===== src/uart_regs_pkg.sv =====
// register map, status layout and serial timing constants of the uart.
package uart_regs_pkg;

	// word indices of the four registers.
	localparam logic [1:0] ADR_STATUS = 2'd0;  // read only flags and levels.
	localparam logic [1:0] ADR_DIV    = 2'd1;  // baud divisor that reads back as written.
	localparam logic [1:0] ADR_TXDATA = 2'd2;  // write pushes one byte.
	localparam logic [1:0] ADR_RXDATA = 2'd3;  // read pops one byte.

	// the divisor is sixteen bits wide.
	localparam int DIV_W = 16;

	// after reset the oversample tick runs at the full clock rate.
	localparam logic [DIV_W-1:0] DIV_RESET = '0;

	// number of oversample ticks in one bit period.
	localparam int OVERSAMPLE = 8;

	// layout of the status word.
	// levels are zero extended from the fifo counters.
	typedef struct packed {
		logic [7:0] rsvd_hi;   // reads as zero.
		logic [7:0] rx_level;  // bytes waiting in the receive fifo.
		logic [7:0] tx_level;  // bytes waiting in the transmit fifo.
		logic [3:0] rsvd_lo;   // reads as zero.
		logic       rx_full;
		logic       rx_empty;
		logic       tx_full;
		logic       tx_empty;
	} uart_status_t;

	// the status word is read only.
	// writes to it are acknowledged and have no effect.

endpackage


===== src/uart_bus_pkg.sv =====
// wishbone classic types shared by the register block, the top level and the testbench.
package uart_bus_pkg;

	// the data bus is a full word wide.
	localparam int WB_DW = 32;

	// the address is a word index into the four-word register map.
	localparam int WB_AW = 2;

	// master to slave request.
	// the master holds all fields stable until it samples ack.
	typedef struct packed {
		logic             cyc;  // bus cycle in progress.
		logic             stb;  // this slave is selected.
		logic             we;   // high for a write, low for a read.
		logic [WB_AW-1:0] adr;  // a word index rather than a byte address.
		logic [WB_DW-1:0] dat;  // write data that reads ignore.
	} wb_req_t;

	// slave to master response.
	typedef struct packed {
		logic             ack;  // one-cycle acknowledge.
		logic [WB_DW-1:0] dat;  // read data that is valid only with ack.
	} wb_rsp_t;

	// all accesses are whole words, so there is no select field.
	// reads of unused bits return zero.

	// the bus has no error or retry response.
	// every access ends with a plain ack.

endpackage

===== src/uart_top.sv =====
// top level of the wishbone uart, joins the register block, fifos, baud generator and serializers.
`timescale 1ns/1ps

module uart_top #(
	parameter int TX_DEPTH = 4,  // power of two and not 1.
	parameter int RX_DEPTH = 4,  // power of two and not 1.
	localparam int TX_LW = $clog2(TX_DEPTH) + 1,
	localparam int RX_LW = $clog2(RX_DEPTH) + 1
) (
	input  logic                  clk,
	input  logic                  rst_n,
	input  uart_bus_pkg::wb_req_t wb_req,
	output uart_bus_pkg::wb_rsp_t wb_rsp,
	output logic                  txd,
	input  logic                  rxd
);

	import uart_regs_pkg::*;

	logic             tx_push, tx_pop, tx_full, tx_empty;
	logic [7:0]       tx_wdata, tx_rdata;
	logic [TX_LW-1:0] tx_level;
	logic             rx_push, rx_pop, rx_full, rx_empty;
	logic [7:0]       rx_wdata, rx_rdata;
	logic [RX_LW-1:0] rx_level;
	logic [DIV_W-1:0] div;
	logic             div_wr, os_tick;

	uart_regs #(.TX_DEPTH(TX_DEPTH), .RX_DEPTH(RX_DEPTH)) regs (
		.clk, .rst_n, .wb_req, .wb_rsp,
		.tx_full, .tx_level, .rx_empty, .rx_full, .rx_level, .rx_rdata,
		.tx_push, .tx_wdata, .rx_pop, .div, .div_wr
	);

	// bytes written by the bus wait here for the serializer.
	sync_fifo #(.DEPTH(TX_DEPTH), .WIDTH(8)) tx_fifo (
		.clk, .rst_n, .w_data(tx_wdata), .w_en(tx_push), .r_data(tx_rdata), .r_en(tx_pop),
		.full(tx_full), .empty(tx_empty), .level(tx_level)
	);

	// received bytes wait here until the bus reads them.
	sync_fifo #(.DEPTH(RX_DEPTH), .WIDTH(8)) rx_fifo (
		.clk, .rst_n, .w_data(rx_wdata), .w_en(rx_push), .r_data(rx_rdata), .r_en(rx_pop),
		.full(rx_full), .empty(rx_empty), .level(rx_level)
	);

	// one tick source keeps both directions at the same rate.
	uart_baud_gen baud (.clk, .rst_n, .div, .div_wr, .os_tick);

	uart_tx tx (
		.clk, .rst_n, .os_tick, .fifo_data(tx_rdata), .fifo_empty(tx_empty),
		.fifo_pop(tx_pop), .txd
	);

	uart_rx rx (
		.clk, .rst_n, .os_tick, .rxd, .fifo_full(rx_full),
		.fifo_push(rx_push), .fifo_data(rx_wdata)
	);

endmodule


===== src/uart_regs.sv =====
// wishbone classic register block of the uart, decodes the register map and steers the fifos.
`timescale 1ns/1ps

module uart_regs #(
	parameter int TX_DEPTH = 4,
	parameter int RX_DEPTH = 4,
	localparam int TX_LW = $clog2(TX_DEPTH) + 1,  // width of the fifo level counts.
	localparam int RX_LW = $clog2(RX_DEPTH) + 1
) (
	input  logic                            clk,
	input  logic                            rst_n,
	input  uart_bus_pkg::wb_req_t           wb_req,
	output uart_bus_pkg::wb_rsp_t           wb_rsp,
	input  logic                            tx_full,
	input  logic [TX_LW-1:0]                tx_level,
	input  logic                            rx_empty,
	input  logic                            rx_full,
	input  logic [RX_LW-1:0]                rx_level,
	input  logic [7:0]                      rx_rdata,   // head of the receive fifo.
	output logic                            tx_push,
	output logic [7:0]                      tx_wdata,
	output logic                            rx_pop,
	output logic [uart_regs_pkg::DIV_W-1:0] div,
	output logic                            div_wr      // one pulse after a divisor write.
);

	import uart_bus_pkg::*;
	import uart_regs_pkg::*;

	logic             ack_q;   // the single acknowledge register.
	logic             wr_acc;  // write access in its ack cycle.
	logic             rd_acc;  // read access in its ack cycle.
	uart_status_t     status;
	logic [WB_DW-1:0] rdata;

	// ack rises one clock after the request is seen and never twice in a row,
	// so a request still held after its ack is not taken again.
	always_ff @(posedge clk or negedge rst_n) begin
		if (!rst_n) ack_q <= 1'b0;
		else        ack_q <= wb_req.cyc && wb_req.stb && !ack_q;
	end

	// every side effect happens in the ack cycle.
	assign wr_acc = ack_q && wb_req.cyc && wb_req.stb && wb_req.we;
	assign rd_acc = ack_q && wb_req.cyc && wb_req.stb && !wb_req.we;

	// pushes into a full fifo are dropped, pops from an empty one do nothing.
	assign tx_push  = wr_acc && (wb_req.adr == ADR_TXDATA) && !tx_full;
	assign tx_wdata = wb_req.dat[7:0];
	assign rx_pop   = rd_acc && (wb_req.adr == ADR_RXDATA) && !rx_empty;

	always_comb begin
		status          = '0;
		status.rx_level = 8'(rx_level);
		status.tx_level = 8'(tx_level);
		status.rx_full  = rx_full;
		status.rx_empty = rx_empty;
		status.tx_full  = tx_full;
		status.tx_empty = (tx_level == '0);  // the level alone tells empty.
	end

	// read data is built from the same fifo state that decides the pop.
	always_comb begin
		case (wb_req.adr)
			ADR_STATUS: rdata = WB_DW'(status);
			ADR_DIV:    rdata = WB_DW'(div);
			ADR_RXDATA: rdata = rx_empty ? '0 : WB_DW'(rx_rdata);  // empty reads zero.
			default:    rdata = '0;  // txdata is write only.
		endcase
	end

	always_comb begin
		wb_rsp.ack = ack_q;
		wb_rsp.dat = rd_acc ? rdata : '0;
	end

	// div_wr follows the register by one cycle, so the baud generator
	// reloads from the new value.
	always_ff @(posedge clk or negedge rst_n) begin
		if (!rst_n) begin
			div    <= DIV_RESET;
			div_wr <= 1'b0;
		end else begin
			div_wr <= wr_acc && (wb_req.adr == ADR_DIV);
			if (wr_acc && (wb_req.adr == ADR_DIV))
				div <= wb_req.dat[DIV_W-1:0];
		end
	end

endmodule


===== src/uart_rx.sv =====
// uart deserializer, oversamples rxd and pushes received 8n1 bytes into the receive fifo.
`timescale 1ns/1ps

module uart_rx (
	input  logic       clk,
	input  logic       rst_n,
	input  logic       os_tick,    // oversample strobe from the baud generator.
	input  logic       rxd,        // asynchronous serial input.
	input  logic       fifo_full,
	output logic       fifo_push,
	output logic [7:0] fifo_data
);

	import uart_regs_pkg::*;

	typedef enum logic [1:0] {RX_IDLE, RX_START, RX_DATA, RX_STOP} rx_state_t;

	rx_state_t                       state;
	logic [1:0]                      sync_q;    // two-stage synchronizer.
	logic                            rxd_s;     // rxd in the clock domain.
	logic [$clog2(OVERSAMPLE)-1:0]   tick_cnt;  // ticks since the last sample point.
	logic [2:0]                      bit_cnt;   // data bit being received.
	logic [7:0]                      shreg;     // received bits enter at the top.
	logic                            mid_start;
	logic                            mid_bit;

	assign rxd_s = sync_q[1];

	// the start bit is checked half a bit after the falling edge was seen.
	assign mid_start = os_tick && (tick_cnt == OVERSAMPLE / 2 - 1);
	// later samples fall a whole bit apart, at each bit's middle.
	assign mid_bit   = os_tick && (tick_cnt == OVERSAMPLE - 1);

	// a byte is kept only with a high stop bit and room in the fifo.
	assign fifo_push = (state == RX_STOP) && mid_bit && rxd_s && !fifo_full;
	assign fifo_data = shreg;

	always_ff @(posedge clk) begin
		if (state == RX_DATA && mid_bit)
			shreg <= {rxd_s, shreg[7:1]};  // lsb arrives first.
	end

	always_ff @(posedge clk or negedge rst_n) begin
		if (!rst_n) begin
			sync_q   <= 2'b11;  // the idle line is high.
			state    <= RX_IDLE;
			tick_cnt <= '0;
			bit_cnt  <= '0;
		end else begin
			sync_q <= {sync_q[0], rxd};
			if (os_tick) tick_cnt <= tick_cnt + 1'b1;
			case (state)
				RX_IDLE: if (os_tick && !rxd_s) begin
					state    <= RX_START;  // a low level may be a start bit.
					tick_cnt <= '0;
				end
				RX_START: if (mid_start) begin
					state    <= rxd_s ? RX_IDLE : RX_DATA;  // reject short glitches.
					tick_cnt <= '0;
					bit_cnt  <= '0;
				end
				RX_DATA: if (mid_bit) begin
					bit_cnt <= bit_cnt + 1'b1;
					if (bit_cnt == 3'd7) state <= RX_STOP;
				end
				RX_STOP: if (mid_bit) state <= RX_IDLE;  // hunt for the next start.
				default: state <= RX_IDLE;
			endcase
		end
	end

endmodule


===== src/uart_tx.sv =====
// uart serializer, pops bytes from the transmit fifo and sends 8n1 frames on txd.
`timescale 1ns/1ps

module uart_tx (
	input  logic       clk,
	input  logic       rst_n,
	input  logic       os_tick,     // oversample strobe from the baud generator.
	input  logic [7:0] fifo_data,   // head of the transmit fifo.
	input  logic       fifo_empty,
	output logic       fifo_pop,
	output logic       txd
);

	import uart_regs_pkg::*;

	typedef enum logic [1:0] {TX_IDLE, TX_START, TX_DATA, TX_STOP} tx_state_t;

	tx_state_t                       state;
	logic [$clog2(OVERSAMPLE)-1:0]   tick_cnt;  // ticks spent in the current bit.
	logic [2:0]                      bit_cnt;   // data bit being sent.
	logic [7:0]                      shreg;     // byte being shifted out lsb first.
	logic                            bit_end;

	assign bit_end = os_tick && (tick_cnt == OVERSAMPLE - 1);

	// a byte leaves the fifo on a tick while idle, or right at the end of a
	// stop bit so that back-to-back frames have no gap.
	assign fifo_pop = !fifo_empty && ((state == TX_IDLE && os_tick) ||
		(state == TX_STOP && bit_end));

	// the line idles high and the stop bit is high too.
	assign txd = (state == TX_START) ? 1'b0 : (state == TX_DATA) ? shreg[0] : 1'b1;

	always_ff @(posedge clk) begin
		if (fifo_pop)
			shreg <= fifo_data;              // load the next frame.
		else if (state == TX_DATA && bit_end)
			shreg <= {1'b0, shreg[7:1]};     // move to the next bit.
	end

	always_ff @(posedge clk or negedge rst_n) begin
		if (!rst_n) begin
			state    <= TX_IDLE;
			tick_cnt <= '0;
			bit_cnt  <= '0;
		end else begin
			if (os_tick) tick_cnt <= tick_cnt + 1'b1;  // wraps after eight ticks.
			if (fifo_pop) begin
				state    <= TX_START;
				tick_cnt <= '0;  // the pop tick is the first of the start bit.
			end else if (bit_end) begin
				case (state)
					TX_START: begin
						state   <= TX_DATA;
						bit_cnt <= '0;
					end
					TX_DATA: begin
						bit_cnt <= bit_cnt + 1'b1;
						if (bit_cnt == 3'd7) state <= TX_STOP;
					end
					TX_STOP: state <= TX_IDLE;  // nothing queued behind this frame.
					default: state <= TX_IDLE;
				endcase
			end
		end
	end

endmodule


===== src/uart_baud_gen.sv =====
// oversample tick generator for the uart, one pulse every divisor plus one clocks.
`timescale 1ns/1ps

module uart_baud_gen (
	input  logic                         clk,
	input  logic                         rst_n,
	input  logic [uart_regs_pkg::DIV_W-1:0] div,     // current divisor value.
	input  logic                         div_wr,  // divisor was just rewritten.
	output logic                         os_tick  // one-cycle oversample strobe.
);

	import uart_regs_pkg::*;

	logic [DIV_W-1:0] cnt;  // clocks left until the next tick.

	// the counter runs down to zero and then reloads from the divisor.
	// with a divisor of zero it stays at zero and ticks every clock.
	always_ff @(posedge clk or negedge rst_n) begin
		if (!rst_n) begin
			cnt     <= DIV_RESET;
			os_tick <= 1'b0;
		end else if (div_wr) begin
			cnt     <= div;   // a new rate starts counting at once.
			os_tick <= 1'b0;  // no tick from the old count.
		end else if (cnt == '0) begin
			cnt     <= div;
			os_tick <= 1'b1;
		end else begin
			cnt     <= cnt - 1'b1;
			os_tick <= 1'b0;
		end
	end

	// both serializers count these ticks, so the bit period is
	// oversample times divisor plus one clocks.

endmodule


===== src/sync_fifo.sv =====
// synchronous register-array fifo with registered flags, used for the uart transmit and receive paths.
`timescale 1ns/1ps

module sync_fifo #(
	parameter int DEPTH = 4,  // must be a power of two and not 1.
	parameter int WIDTH = 8,
	localparam int W_ADDR = $clog2(DEPTH)
) (
	input  logic              clk,
	input  logic              rst_n,
	input  logic [WIDTH-1:0]  w_data,
	input  logic              w_en,    // only asserted while full is low.
	output logic [WIDTH-1:0]  r_data,
	input  logic              r_en,    // only asserted while empty is low.
	output logic              full,
	output logic              empty,
	output logic [W_ADDR:0]   level
);

	logic [WIDTH-1:0]  mem [DEPTH];
	logic [W_ADDR-1:0] w_ptr;
	logic [W_ADDR-1:0] r_ptr;

	// the oldest entry is always visible, so a read needs no extra cycle.
	assign r_data = mem[r_ptr];

	// each push writes the entry at the write pointer.
	always_ff @(posedge clk) begin
		if (w_en)
			mem[w_ptr] <= w_data;
	end

	// pointers wrap naturally because the depth is a power of two.
	always_ff @(posedge clk or negedge rst_n) begin
		if (!rst_n) begin
			w_ptr <= '0;
			r_ptr <= '0;
			level <= '0;
			full  <= 1'b0;
			empty <= 1'b1;
		end else begin
			if (w_en) w_ptr <= w_ptr + 1'b1;
			if (r_en) r_ptr <= r_ptr + 1'b1;
			if (w_en && !r_en) begin
				level <= level + 1'b1;  // a push alone grows the count.
				empty <= 1'b0;
				full  <= (level == (W_ADDR+1)'(DEPTH - 1));
			end else if (r_en && !w_en) begin
				level <= level - 1'b1;  // a pop alone shrinks the count.
				full  <= 1'b0;
				empty <= (level == (W_ADDR+1)'(1));
			end
			// a push and a pop together leave the count and flags alone.
		end
	end

endmodule


===== config.mk =====
export PLATFORM = sky130hd
export DESIGN_NAME = uart_top
export DESIGN_NICKNAME = d
export VERILOG_FILES = /design/src/uart_regs_pkg.sv /design/src/uart_bus_pkg.sv /design/src/uart_top.sv /design/src/uart_regs.sv /design/src/uart_rx.sv /design/src/uart_tx.sv /design/src/uart_baud_gen.sv /design/src/sync_fifo.sv
export SDC_FILE = /design/constraint.sdc
export NUM_CORES = 1
export LEC_CHECK = 0
export BUFFER_PORTS_ARGS = -buffer_cell sky130_fd_sc_hd__buf_4
export CORE_MARGIN = 3
export CORE_UTILIZATION = 55
export DETAILED_ROUTE_END_ITERATION = 7
export HOLD_SLACK_MARGIN = 0.08
export PLACE_DENSITY = 0.76
export RECOVER_POWER = 25
export SLEW_MARGIN = 20
export SYNTH_ARGS = -nofsm -noshare
export SYNTH_HDL_FRONTEND = slang
export SYNTH_HIERARCHICAL = 1
export SYNTH_SLANG_ARGS = --single-unit

===== constraint.sdc =====
create_clock -name clk -period 3.6 [get_ports clk]
set_input_delay 1.08 -clock clk [delete_from_list [all_inputs] [get_ports clk]]
set_output_delay 1.08 -clock clk [all_outputs]
set_load 0.1 [all_outputs]

======== After elaboration in Yosys (flattened, before gate mapping) ========
Memories as Yosys holds them, arrays and structs flattened.
Index checks and enable logic that the tools add are counted.
storage, ports and cells
  flip-flop bits (word level) ............. 87
  bits in latches ......................... 0
  RAM bits ................................ 64
  ROM bits ................................ 0
  bits of input ports ..................... 40
  output and inout bits ................... 34
  word-level logic and storage cells ...... 167
  memories kept ........................... 2
operators by class
  add/sub/neg operators ................... 13
  multipliers ............................. 0
  divide/modulo/power cells ............... 0
  $lt $le $gt $ge ......................... 0
  equal/unequal tests ..................... 24
  shift-type cells ........................ 0
  muxes and demuxes ....................... 48
  bitwise gates (word level) .............. 1
  reduce and logical (&&, ||, !) cells .... 55
memory list
  name         depth  width  rd ports  clocked after memory_dff  wr ports  line             RTL
  rx_fifo.mem  4      8      1         0                         1         sync_fifo.sv:20  logic [WIDTH-1:0] mem [DEPTH];
  tx_fifo.mem  4      8      1         0                         1         sync_fifo.sv:20
operator list
  operator               number
  $pmux 32 s3            1
  $mux 3                 11
  $mux 16                2
  $mux 32                1
  $logic_and 1x1->1      27
  $mux 8                 3
  $add 3x1->3 const B    6
  $mux 2                 9
  $pmux 3 s2             3
  $logic_not 16->1       1
  $mux 1                 16
  $sub 16x1->16 const B  1
  $reduce_bool 2->1      7
  $eq 2x2->1 const B     6
  $eq 3x3->1 const B     4
  $logic_not 1->1        11
  $eq 3x2->1 const B     3
  $add 2x1->2 const B    4
  $ne 2x1->1 const B     4
  $pmux 2 s4             1
  $eq 2x1->1 const B     3
  $eq 3x1->1 const B     2
  $logic_not 2->1        3
  $reduce_and 3->1       2
  other kinds (9)        10

======== Longest topological paths before layout ========
Gate-level depths: netlist of run 1.
  depth after elaboration ................. 9
  mapped depth ............................ 10
  mapped depth without buffers ............ 8

======== Hierarchy ========
Netlist of run 1, hierarchy kept.
modules (own cells, without submodules)
  module         instances  cells an instance  area each (µm²)  seq. area each (µm²)
  sync_fifo      2          95                 1700.4           1187.4
  uart_regs      1          123                1238.7           450.4
  uart_baud_gen  1          96                 944.7            425.4
  uart_tx        1          66                 849.6            440.4
  uart_rx        1          58                 783.3            493.0

======== Least setup slack after synthesis of run 1 ========
No wires, ideal clock.
  path type ............................... input port to output port
  from .................................... input port wb_req[33] in the netlist's numbering
  to ...................................... output port wb_rsp[0] in the netlist's numbering
  arrival ................................. 3.783 ns
  data required time ...................... 2.520 ns
  setup slack ............................. -1.263 ns
  stages on the path ...................... 5
  buffers on the path ..................... 2
  cell sequence ........................... buf_2 -> clkbuf_1 -> nor2_1 -> nand2_1 -> a21boi_0
RTL lines
  element             line            RTL
  start: declaration  uart_top.sv:12  input uart_bus_pkg::wb_req_t wb_req,
  end: declaration    uart_top.sv:13  output uart_bus_pkg::wb_rsp_t wb_rsp,

==> results of run 1 <==
worst paths after layout:
path                                   startpoint                      endpoint  slack, ps  cells after the start
max                                    wb_req[35]                     wb_rsp[5]        210                      5
min                        rx/sync_q[0]$_DFF_PN1_        rx/sync_q[1]$_DFF_PN1_        370                      0
max reg2reg                baud/os_tick$_DFF_PN0_  rx_fifo/level[2]$_DFFE_PN0P_       1090                      6
min reg2reg                rx/sync_q[0]$_DFF_PN1_        rx/sync_q[1]$_DFF_PN1_        370                      0
max in group asynchronous                   rst_n        baud/cnt[14]$_DFF_PN0_       1380                      1
min in group asynchronous                   rst_n  tx_fifo/r_ptr[0]$_DFFE_PN0P_       1130                      1
worst reg2reg max path: cells and delay by family, from the launching register on:
family	cells	cell delay (ps)
DFF	1	750
and+or+nand+nor	2	590
AOI/OAI and AO/OA	2	490
adders and majority gates	1	350
buffers and inverters	1	210
state kept, by name, indices dropped and copies added, names as in the netlist, 2 cells and up, named ones only:
| signal | cells |
|---|---|
| rx_fifo/level | 3 |
| tx/bit_cnt | 3 |
| rx/sync_q | 2 |
| tx/shreg | 8 |
| rx/fifo_data | 8 |
| regs/div | 16 |
| tx_fifo/level | 3 |
| rx_fifo/r_ptr | 2 |
| rx_fifo/w_ptr | 2 |
| tx_fifo/w_ptr | 2 |
| tx_fifo/mem | 32 |
| rx/bit_cnt | 3 |
| baud/cnt | 16 |
| tx_fifo/r_ptr | 2 |
| tx/tick_cnt | 3 |
| rx/tick_cnt | 3 |
| tx/state | 2 |
| rx_fifo/mem | 32 |
layout by cell type, fill, tap and decap left out, types with 4 or more instances in the layout:
cell,count
conb_1,13
and2_1,8
mux2i_1,7
and3_1,9
o21ai_0,17
nor2_4,4
xnor2_1,6
ha_1,34
nor2b_1,13
clkinv_4,5
edfxtp_1,80
nor2_1,29
mux4_2,16
nor3_1,5
mux2_4,14
nand2_1,37
mux2_2,11
buf_4,42
nand4_1,4
clkbuf_1,9
a21oi_1,19
o22ai_1,5
clkbuf_16,17
nor4b_1,4
dfrtp_1,67
inv_1,26
xor2_1,20
nand2b_1,5
layer usage:
metal  global-route usage [%]  vias to the layer above
met5                        0                        -
met4                     8.85                        0
met3                     4.35                       24
met2                     32.7                       85
met1                     23.3                     2060
li1                         -                     1959
power by group through the flow:
stage	Sequential [W]	Combinational [W]	Clock, W
3_5_place_dp	0.00224	0.000642	0
3_3_place_gp	0.00222	0.000613	0
4_1_cts	0.00221	0.000653	0.00186
2_1_floorplan	0.00216	0.000568	0
5_1_grt	0.00224	0.000716	0.00193
6_report	0.00221	0.000642	0.00183
logic make-up after synthesis:
family	share of synthesized area, %
AOI/OAI and AO/OA	5.43
adders and majority gates	5.89
xor gates and xnor gates	3.16
buffers and inverters	5.89
muxes	10.6
and+or+nand+nor	11.0
other	0.0520
DFF	58.0
layout make-up:
class | instances | area, um2
Multi-Input combinational cell | 324 | 2730
Clock inverter | 13 | 169
Sequential cell | 151 | 4180
Tap cell | 172 | 215
Fill cell | 943 | 4510
Timing Repair Buffer | 53 | 362
Inverter | 27 | 101
Clock buffer | 19 | 453
through the flow:
stage / setup slack, ps / cell area [um2] / hold WS, ps / total power, W
6_report: 208 / 8220 / 366 / 0.00468
2_1_floorplan: -414 / 7340 / 345 / 0.00273
5_1_grt: 8.72 / 8220 / 372 / 0.00489
4_1_cts: 151 / 8250 / 361 / 0.00472
3_3_place_gp: 220 / 7630 / 346 / 0.00284
3_5_place_dp: 210 / 7630 / 352 / 0.00288
==> metrics.csv, run 1 <==
stage,metric,value,unit
clock_network,numCtsBuffers,17,
die,initial_core_util,56.7,%
sta,finalMaxSlewViolations,72,
power,pwr-share-seq,47.2,%
synth,ys.warnings.count,6,
sta,finalHoldViolCount,0,
die,die_y,121,um
synth,synth.avg_cell_area,13.5,um2
synth,synth_most_common_cell,edfxtp_1,
routing,drt-met1-wl,5390,um
synth,synth_area,7220,um2
routing,drc,0,
die,coreArea,12700,um2
routing,firstDrtPassIters,6,
global_route,grt_pass1_vias,4377,
power,switching_power,0.00127,W
synth,synth_common_cells,"edfxtp_1 (80), dfrtp_1 (67), nand2_1 (37), ha_1 (34), nor2_1 (33)",
global_route,antenna_found_initial,0,
clock_network,htreeDepth,4,
placed_design,port-buffer-count,44,
cells_and_area,final_core_util,64.6,%
clock_network,cts_root_buf,clkbuf_16,
synth,ys_ff_latch,151,
routing,route.antenna.remaining_nets,0,
power,p_int,0.00341,W
sta,fin_crit,3390,ps
sta,fmax,295,MHz
placed_design,place_congestion,0.771,
sta,finalSetupViolations,0,
cells_and_area,layout-drive-gt1-share,24.5,%
power,p_comb_share,13.7,%
die,rows,41,
power,vdd_drop_max,0.000398,V
routing,drtIter0Drc,237,
cells_and_area,final_cells,759,
routing,via_per_inst,5.44,
die,die-area,14500,um2
power,clkPwrFrac,39.0,%
job,max_cap_violations,1,
global_route,overflow,0,
critical_path,worstSetupEndpointType,output pin,
sta,finalSetupTns,0,ps
critical_path,crit_family,simple AND/OR/NAND/NOR gates,
sta,clock-skew-final,5.73,ps
global_route,grt_start_max_net_pins,72,
synth,netlist_instances,533,
critical_path,crit_path_max_incr_delay,350,ps
die,io_pins,74,
global_route,grt_pass1_wl,21500,um
routing,wl_met2,6670,um
cells_and_area,area_growth,13.8,%
power,p_leak,3.38,nW
clock_network,cts_tree,done,
critical_path,crit_path_start_kind,input pin,
sta,period_share,94.2,%
critical_path,cp_cell_sequence,clkbuf_1 > and4b_2 > nand2_1 > nor2_4 > buf_4,
cells_and_area,diodes,0,
outcome,outcome,finished with violations,
clock_network,cts_resized,0,
synth,ys_seq_area_share,58.0,%
power,switching_share,27.1,%
routing,totalWireLength,12900,um
routing,via_count,4128,
die,chipWidth,121,um
routing,topRoutingLayerUsed,met4,
synth,synth_area_leader_cell,edfxtp_1,
routing,wl_met3,504,um
outcome,failed_checks,"capacitance limit, slew limit",
synth,async_flop_share,47.0,%
synth,synthDominantCellAreaShare,33.3,%
clock_network,cts.path.max_buffers,2,
synth,synth-edff-count,80,
critical_path,cp.arrival,2310,ps
clock_network,clock_sinks,151,
global_route,grt_use_total,19.2,%
power,power.density,569,nW/um2
clock_network,clk_latency,420,ps
sta,tightestPinTransition,1800,ps
clock_network,clk_pin_slew,60,ps
synth,ys_top_cells_by_area,"edfxtp_1 (33%), dfrtp_1 (23%), ha_1 (5.9%)",
critical_path,critPathBufInv,2,
placed_design,place_inst,727,
sta,rsz0062_at_grt,false,
critical_path,required,2520,ps
synth,synth_cell_types,59,
cells_and_area,final_nets,648,
critical_path,crit_fanout,7,
clock_network,cts_hold_buffers,0,
sta,slew_headroom,-19.8,%
routing,route.detailed.wl_per_inst,17.0,um
critical_path,crit_type,in2out,
placed_design,dp_hpwl,8980,um
critical_path,cp_slowest_cell,and4b_2,
worst_hold_path,hold_class,reg2reg,
clock_network,post_cts_buffers,0,
synth,synth-main-ff-cell,edfxtp_1,
(Power assumes the default switching activity.)
==> run 2, diff against run 1 <==
--- a/config.mk
+++ b/config.mk
@@ -10,4 +10,5 @@
 export CORE_UTILIZATION = 55
 export DETAILED_ROUTE_END_ITERATION = 7
+export GPL_TIMING_DRIVEN = 1
 export HOLD_SLACK_MARGIN = 0.08
 export PLACE_DENSITY = 0.76
==> constraint.sdc (replaced) <==
create_clock -name clk -period 3.6 [get_ports clk]
set_input_delay 0.54 -clock clk [delete_from_list [all_inputs] [get_ports clk]]
set_output_delay 0.54 -clock clk [all_outputs]
set_load 0.1 [all_outputs]
==> run 2 against run 1 <==
  * The flow still finishes with violations (capacitance limit, slew limit)
  * Wire length grew 2.5%
  * First-iteration DRC count grew 37%
  * Fmax grew 16%
  * Sequential power is essentially flat
  * Hold slack lost 140 ps
  * Flip-flop and latch count is the same
  * Setup slack gained 480 ps
  * Critical path depth is the same
  * Clock skew grew 6.6 ps
  * Largest power group unchanged
==> metrics.csv, run 2 (synthesized netlist as in run 1, its figures left out) <==
stage,metric,value,unit
outcome,outcome,finished with violations,
outcome,failed_checks,"capacitance limit, slew limit",
routing,route.detailed.wl_per_inst,17.5,um
critical_path,r2r_cells,7,
clock_network,clk_pin_slew,70,ps
clock_network,numCtsBuffers,17,
sta,period_share,81.0,%
die,io_pins,74,
cells_and_area,final_nets,644,
routing,route.antenna.remaining_nets,0,
global_route,grt_pass1_vias,4299,
routing,wl_met2,6810,um
job,max_cap_violations,1,
critical_path,worstSetupEndpointType,output pin,
global_route,grt_start_max_net_pins,72,
critical_path,required,3060,ps
sta,finalHoldViolCount,0,
global_route,grt_pass1_wl,21900,um
sta,slew_headroom,-24.1,%
clock_network,cts_hold_buffers,0,
die,chipWidth,121,um
routing,via_count,4119,
critical_path,crit_start,rx_fifo/r_ptr[0]$_DFFE_PN0P_,
cells_and_area,area_growth,11.6,%
critical_path,crit_path_start_kind,flop,
sta,finalMaxSlewViolations,72,
die,rows,41,
critical_path,r2r_end,rx_fifo/level[2]$_DFFE_PN0P_,
die,die_y,121,um
clock_network,htreeDepth,4,
sta,finalSetupViolations,0,
clock_network,clock_sinks,151,
critical_path,crit_fanout,10,
global_route,overflow,0,
placed_design,place_ws,914,ps
routing,firstDrtPassIters,4,
cells_and_area,layout-drive-gt1-share,22.8,%
sta,finalSetupTns,0,ps
routing,drc,0,
sta,setup_ws,683,ps
clock_network,post_cts_buffers,0,
sta,fin_crit,2920,ps
cells_and_area,nFillCells,964,
sta,clock-skew-final,12.3,ps
clock_network,cts_tree,done,
clock_network,cts.path.max_buffers,2,
routing,drt-met1-wl,5650,um
critical_path,cp-endpoint,wb_rsp[0],
routing,via_per_inst,5.46,
die,coreArea,12700,um2
cells_and_area,diodes,0,
power,vdd_drop_max,0.000440,V
cells_and_area,reg_top3,"rx_fifo/mem (32), tx_fifo/mem (32)",
routing,drtIter0Drc,324,
routing,totalWireLength,13200,um
placed_design,place_congestion,0.788,
cells_and_area,final_common_cell,edfxtp_1,
sta,rsz0062_at_grt,false,
die,die-area,14500,um2
worst_hold_path,hold_class,in2reg,
sta,fmax,343,MHz
power,power.density,563,nW/um2
clock_network,clk_latency,420,ps
critical_path,reg2reg_from,rx/tick_cnt[0]$_DFF_PN0_,
critical_path,r2r_slack,1180,ps
cells_and_area,final_cell_mix,"edfxtp_1 (80), dfrtp_1 (67), buf_4 (39), nand2_1 (37), ha_1 (34)",
global_route,grt_use_total,19.7,%
power,p_leak,3.34,nW
sta,tightestPinTransition,1860,ps
placed_design,dp_hpwl,9120,um
routing,topRoutingLayerUsed,met4,
global_route,antenna_found_initial,0,
clock_network,cts_root_buf,clkbuf_16,
sta,whs,224,ps
clock_network,cts_resized,0,
routing,wl_met3,544,um
critical_path,cp.arrival,2380,ps
placed_design,port-buffer-count,44,
die,initial_core_util,56.7,%
critical_path,crit_type,reg2out,
[run 2: critical path, cell delays in order (launching register included)]
cell and delay, ps:
dfrtp_1 720, mux4_2 560, and3b_1 170, o21ai_0 150, a21boi_1 110, buf_4 240
[run 2: final cells by class]
class	count	area [um2]	share of cell area [%]
clock buffers	18	439	5.45
multi-input cells	324	2650	32.9
inverters	27	101	1.26
repair buffers	49	335	4.16
clock inverters	14	129	1.60
well taps	172	215	2.67
flip-flops and latches	151	4180	51.9
[run 2: metrics by stage]
| stage | std cells | total power, W | cell area, um2 | util [%] |
|---|---|---|---|---|
| after global routing | 755 | 0.00476 | 8060 | 63.3 |
| final | 755 | 0.00453 | 8060 | 63.3 |
| after floorplan | 545 | 0.00272 | 7260 | - |
| after CTS | 755 | 0.00458 | 8090 | 63.6 |
| after detailed placement | 723 | 0.00287 | 7520 | 59.1 |
| after global placement | 723 | 0.00282 | 7520 | 59.1 |
[run 2: report_power, final]
part           switching, W  total, W  internal, W
Combinational      0.000336  0.000622     0.000286
Clock              0.000763   0.00170     0.000933
Sequential         0.000234   0.00222      0.00198
[run 2: layer usage]
metal,track usage [%],up-vias
met1,25.4,2056
li1,-,1949
met3,4.72,19
met5,0,-
met4,7.86,0
met2,32.4,95
[run 2: how the worst min path moves through the flow]
stage	start	endpoint	cells past startpoint
final	rxd	rx/sync_q[0]$_DFF_PN1_	1
after global routing	rxd	rx/sync_q[0]$_DFF_PN1_	1
after CTS	rxd	rx/sync_q[0]$_DFF_PN1_	1
after detailed placement	rx/sync_q[0]$_DFF_PN1_	rx/sync_q[1]$_DFF_PN1_	0
after global placement	rx/sync_q[0]$_DFF_PN1_	rx/sync_q[1]$_DFF_PN1_	0
after floorplan	rst_n	baud/cnt[0]$_DFF_PN0_	0
==> run 3, diff against run 2 <==
clock period = 2.7 ns   (was 3.6 ns; I/O delays follow)
==> run 3 against run 2 <==
  * Clock power rose by 42%
  * Core utilization rose by 1.2 points
  * Largest cell class unchanged
  * Hold slack got worse by 9.3 ps
  * Wire length rose by 1.2%
  * Combinational power rose by 41%
  * Flip-flop and latch count did not move
  * The flow still finishes with violations (capacitance limit, slew limit)
==> metrics.csv, run 3 (synthesized netlist as in run 1, its figures left out) <==
stage,metric,value,unit
routing,drc,0,
sta,finalHoldViolCount,0,
power,p_leak,3.41,nW
clock_network,cts.path.max_buffers,2,
clock_network,clock_sinks,151,
routing,via_per_inst,5.41,
critical_path,cp.arrival,2060,ps
critical_path,reg2reg_from,rx/tick_cnt[0]$_DFF_PN0_,
die,coreArea,12700,um2
sta,tightestPinTransition,1850,ps
clock_network,cts_root_buf,clkbuf_16,
cells_and_area,final_common_cell,edfxtp_1,
sta,period_share,91.1,%
global_route,grt_pass1_wl,22400,um
sta,slew_headroom,-23.2,%
sta,finalMaxSlewViolations,72,
worst_hold_path,hold_class,in2reg,
clock_network,clk_latency,420,ps
cells_and_area,seqCellArea,4180,um2
placed_design,dp_hpwl,9250,um
power,vdd_drop_max,0.000605,V
placed_design,place_congestion,0.785,
cells_and_area,area_growth,13.7,%
sta,finalSetupViolations,0,
sta,rsz0062_at_grt,false,
critical_path,crit_path_start_kind,flop,
routing,totalWireLength,13400,um
cells_and_area,final_core_util,64.5,%
global_route,antenna_found_initial,0,
critical_path,required,2300,ps
global_route,grt_use_total,20.0,%
die,die-area,14500,um2
die,rows,41,
sta,fin_crit,2460,ps
clock_network,clk_pin_slew,60,ps
critical_path,crit_type,reg2out,
critical_path,r2r_end,rx_fifo/level[2]$_DFFE_PN0P_,
power,power.density,756,nW/um2
routing,route.antenna.remaining_nets,0,
die,initial_core_util,56.7,%
routing,drtIter0Drc,258,
outcome,failed_checks,"capacitance limit, slew limit",
cells_and_area,final_area,8210,um2
placed_design,dpl_cell_area,7620,um2
cells_and_area,diodes,0,
routing,via_count,4135,
clock_network,numCtsBuffers,17,
cells_and_area,final_cells,765,
cells_and_area,final_cell_mix,"edfxtp_1 (80), dfrtp_1 (67), buf_4 (48), nand2_1 (37), ha_1 (34)",
global_route,overflow,0,
sta,fmax,406,MHz
global_route,grt_pass1_vias,4349,
cells_and_area,nFillCells,981,
critical_path,r2r_cells,6,
cells_and_area,final_nets,654,
critical_path,cp-endpoint,wb_rsp[7],
die,die_y,121,um
placed_design,port-buffer-count,44,
critical_path,r2r_slack,440,ps
outcome,outcome,finished with violations,
placed_design,place_inst,732,
job,max_cap_violations,1,
routing,route.detailed.wl_per_inst,17.5,um
critical_path,crit_fanout,9,
clock_network,cts_tree,done,
cells_and_area,reg_top3,"rx_fifo/mem (32), tx_fifo/mem (32)",
routing,firstDrtPassIters,4,
critical_path,crit_start,rx_fifo/r_ptr[0]$_DFFE_PN0P_,
cells_and_area,multi_input_area,2680,um2
cells_and_area,layout-drive-gt1-share,24.8,%
die,io_pins,74,
clock_network,cts_resized,0,
die,chipWidth,121,um
clock_network,htreeDepth,4,
global_route,grt_start_max_net_pins,72,
critical_path,worstSetupEndpointType,output pin,
sta,clock-skew-final,10.4,ps
[run 3: repair_timing]
action,in CTS,in global routing
hold buffers,1,0
hold endpoints to repair,1,0
setup buffers,0,0
[run 3: worst max-delay path, stage by stage (launching register included)]
cell and delay [ps]:
dfrtp_1 380, buf_4 230, mux4_2 550, a21oi_1 170
nor2_2 60, buf_4 240
[run 3: stage by stage]
step	hold slack (ps)	total power, W	worst slack [ps]	TNS [ps]
5_1_grt	202	0.00651	120	0
3_3_place_gp	346	0.00378	451	0
6_report	215	0.00621	240	0
4_1_cts	165	0.00626	191	0
3_5_place_dp	347	0.00384	455	0
2_1_floorplan	109	0.00363	-192	-192
[run 3: layer usage]
metal,global-route usage (%),part of all wire [%],vias up
met5,0,0,-
met3,4.91,3.1,20
li1,-,-,1958
met4,7.44,2.0,0
met2,33.3,51,60
met1,25.7,43,2097
[run 3: how the worst min path moves through the flow]
| stage | from | to | slack, ps | depth (start not counted) |
|---|---|---|---|---|
| 2_1_floorplan | rst_n | baud/cnt[0]$_DFF_PN0_ | 110 | 0 |
| 3_3_place_gp | rx/sync_q[0]$_DFF_PN1_ | rx/sync_q[1]$_DFF_PN1_ | 350 | 0 |
| 3_5_place_dp | rx/sync_q[0]$_DFF_PN1_ | rx/sync_q[1]$_DFF_PN1_ | 350 | 0 |
| 4_1_cts | rst_n | rx_fifo/r_ptr[0]$_DFFE_PN0P_ | 170 | 1 |
| 5_1_grt | wb_req[13] | regs/div[13]$_DFFE_PN0P_ | 200 | 2 |
| 6_report | wb_req[13] | regs/div[13]$_DFFE_PN0P_ | 210 | 2 |
[run 3: layout make-up]
cell class	instances	share of cell area (%)
Timing Repair Buffer	59	5.03
Multi-Input combinational cell	324	32.7
Clock inverter	10	1.39
Sequential cell	151	51.0
Inverter	27	1.24
Tap cell	172	2.62
Clock buffer	22	6.05
[run 3: power breakdown]
part	switching, W	internal (W)
clock	0.000911	0.00150
combinational	0.000477	0.000396
sequential	0.000280	0.00264
total	0.00167	0.00454
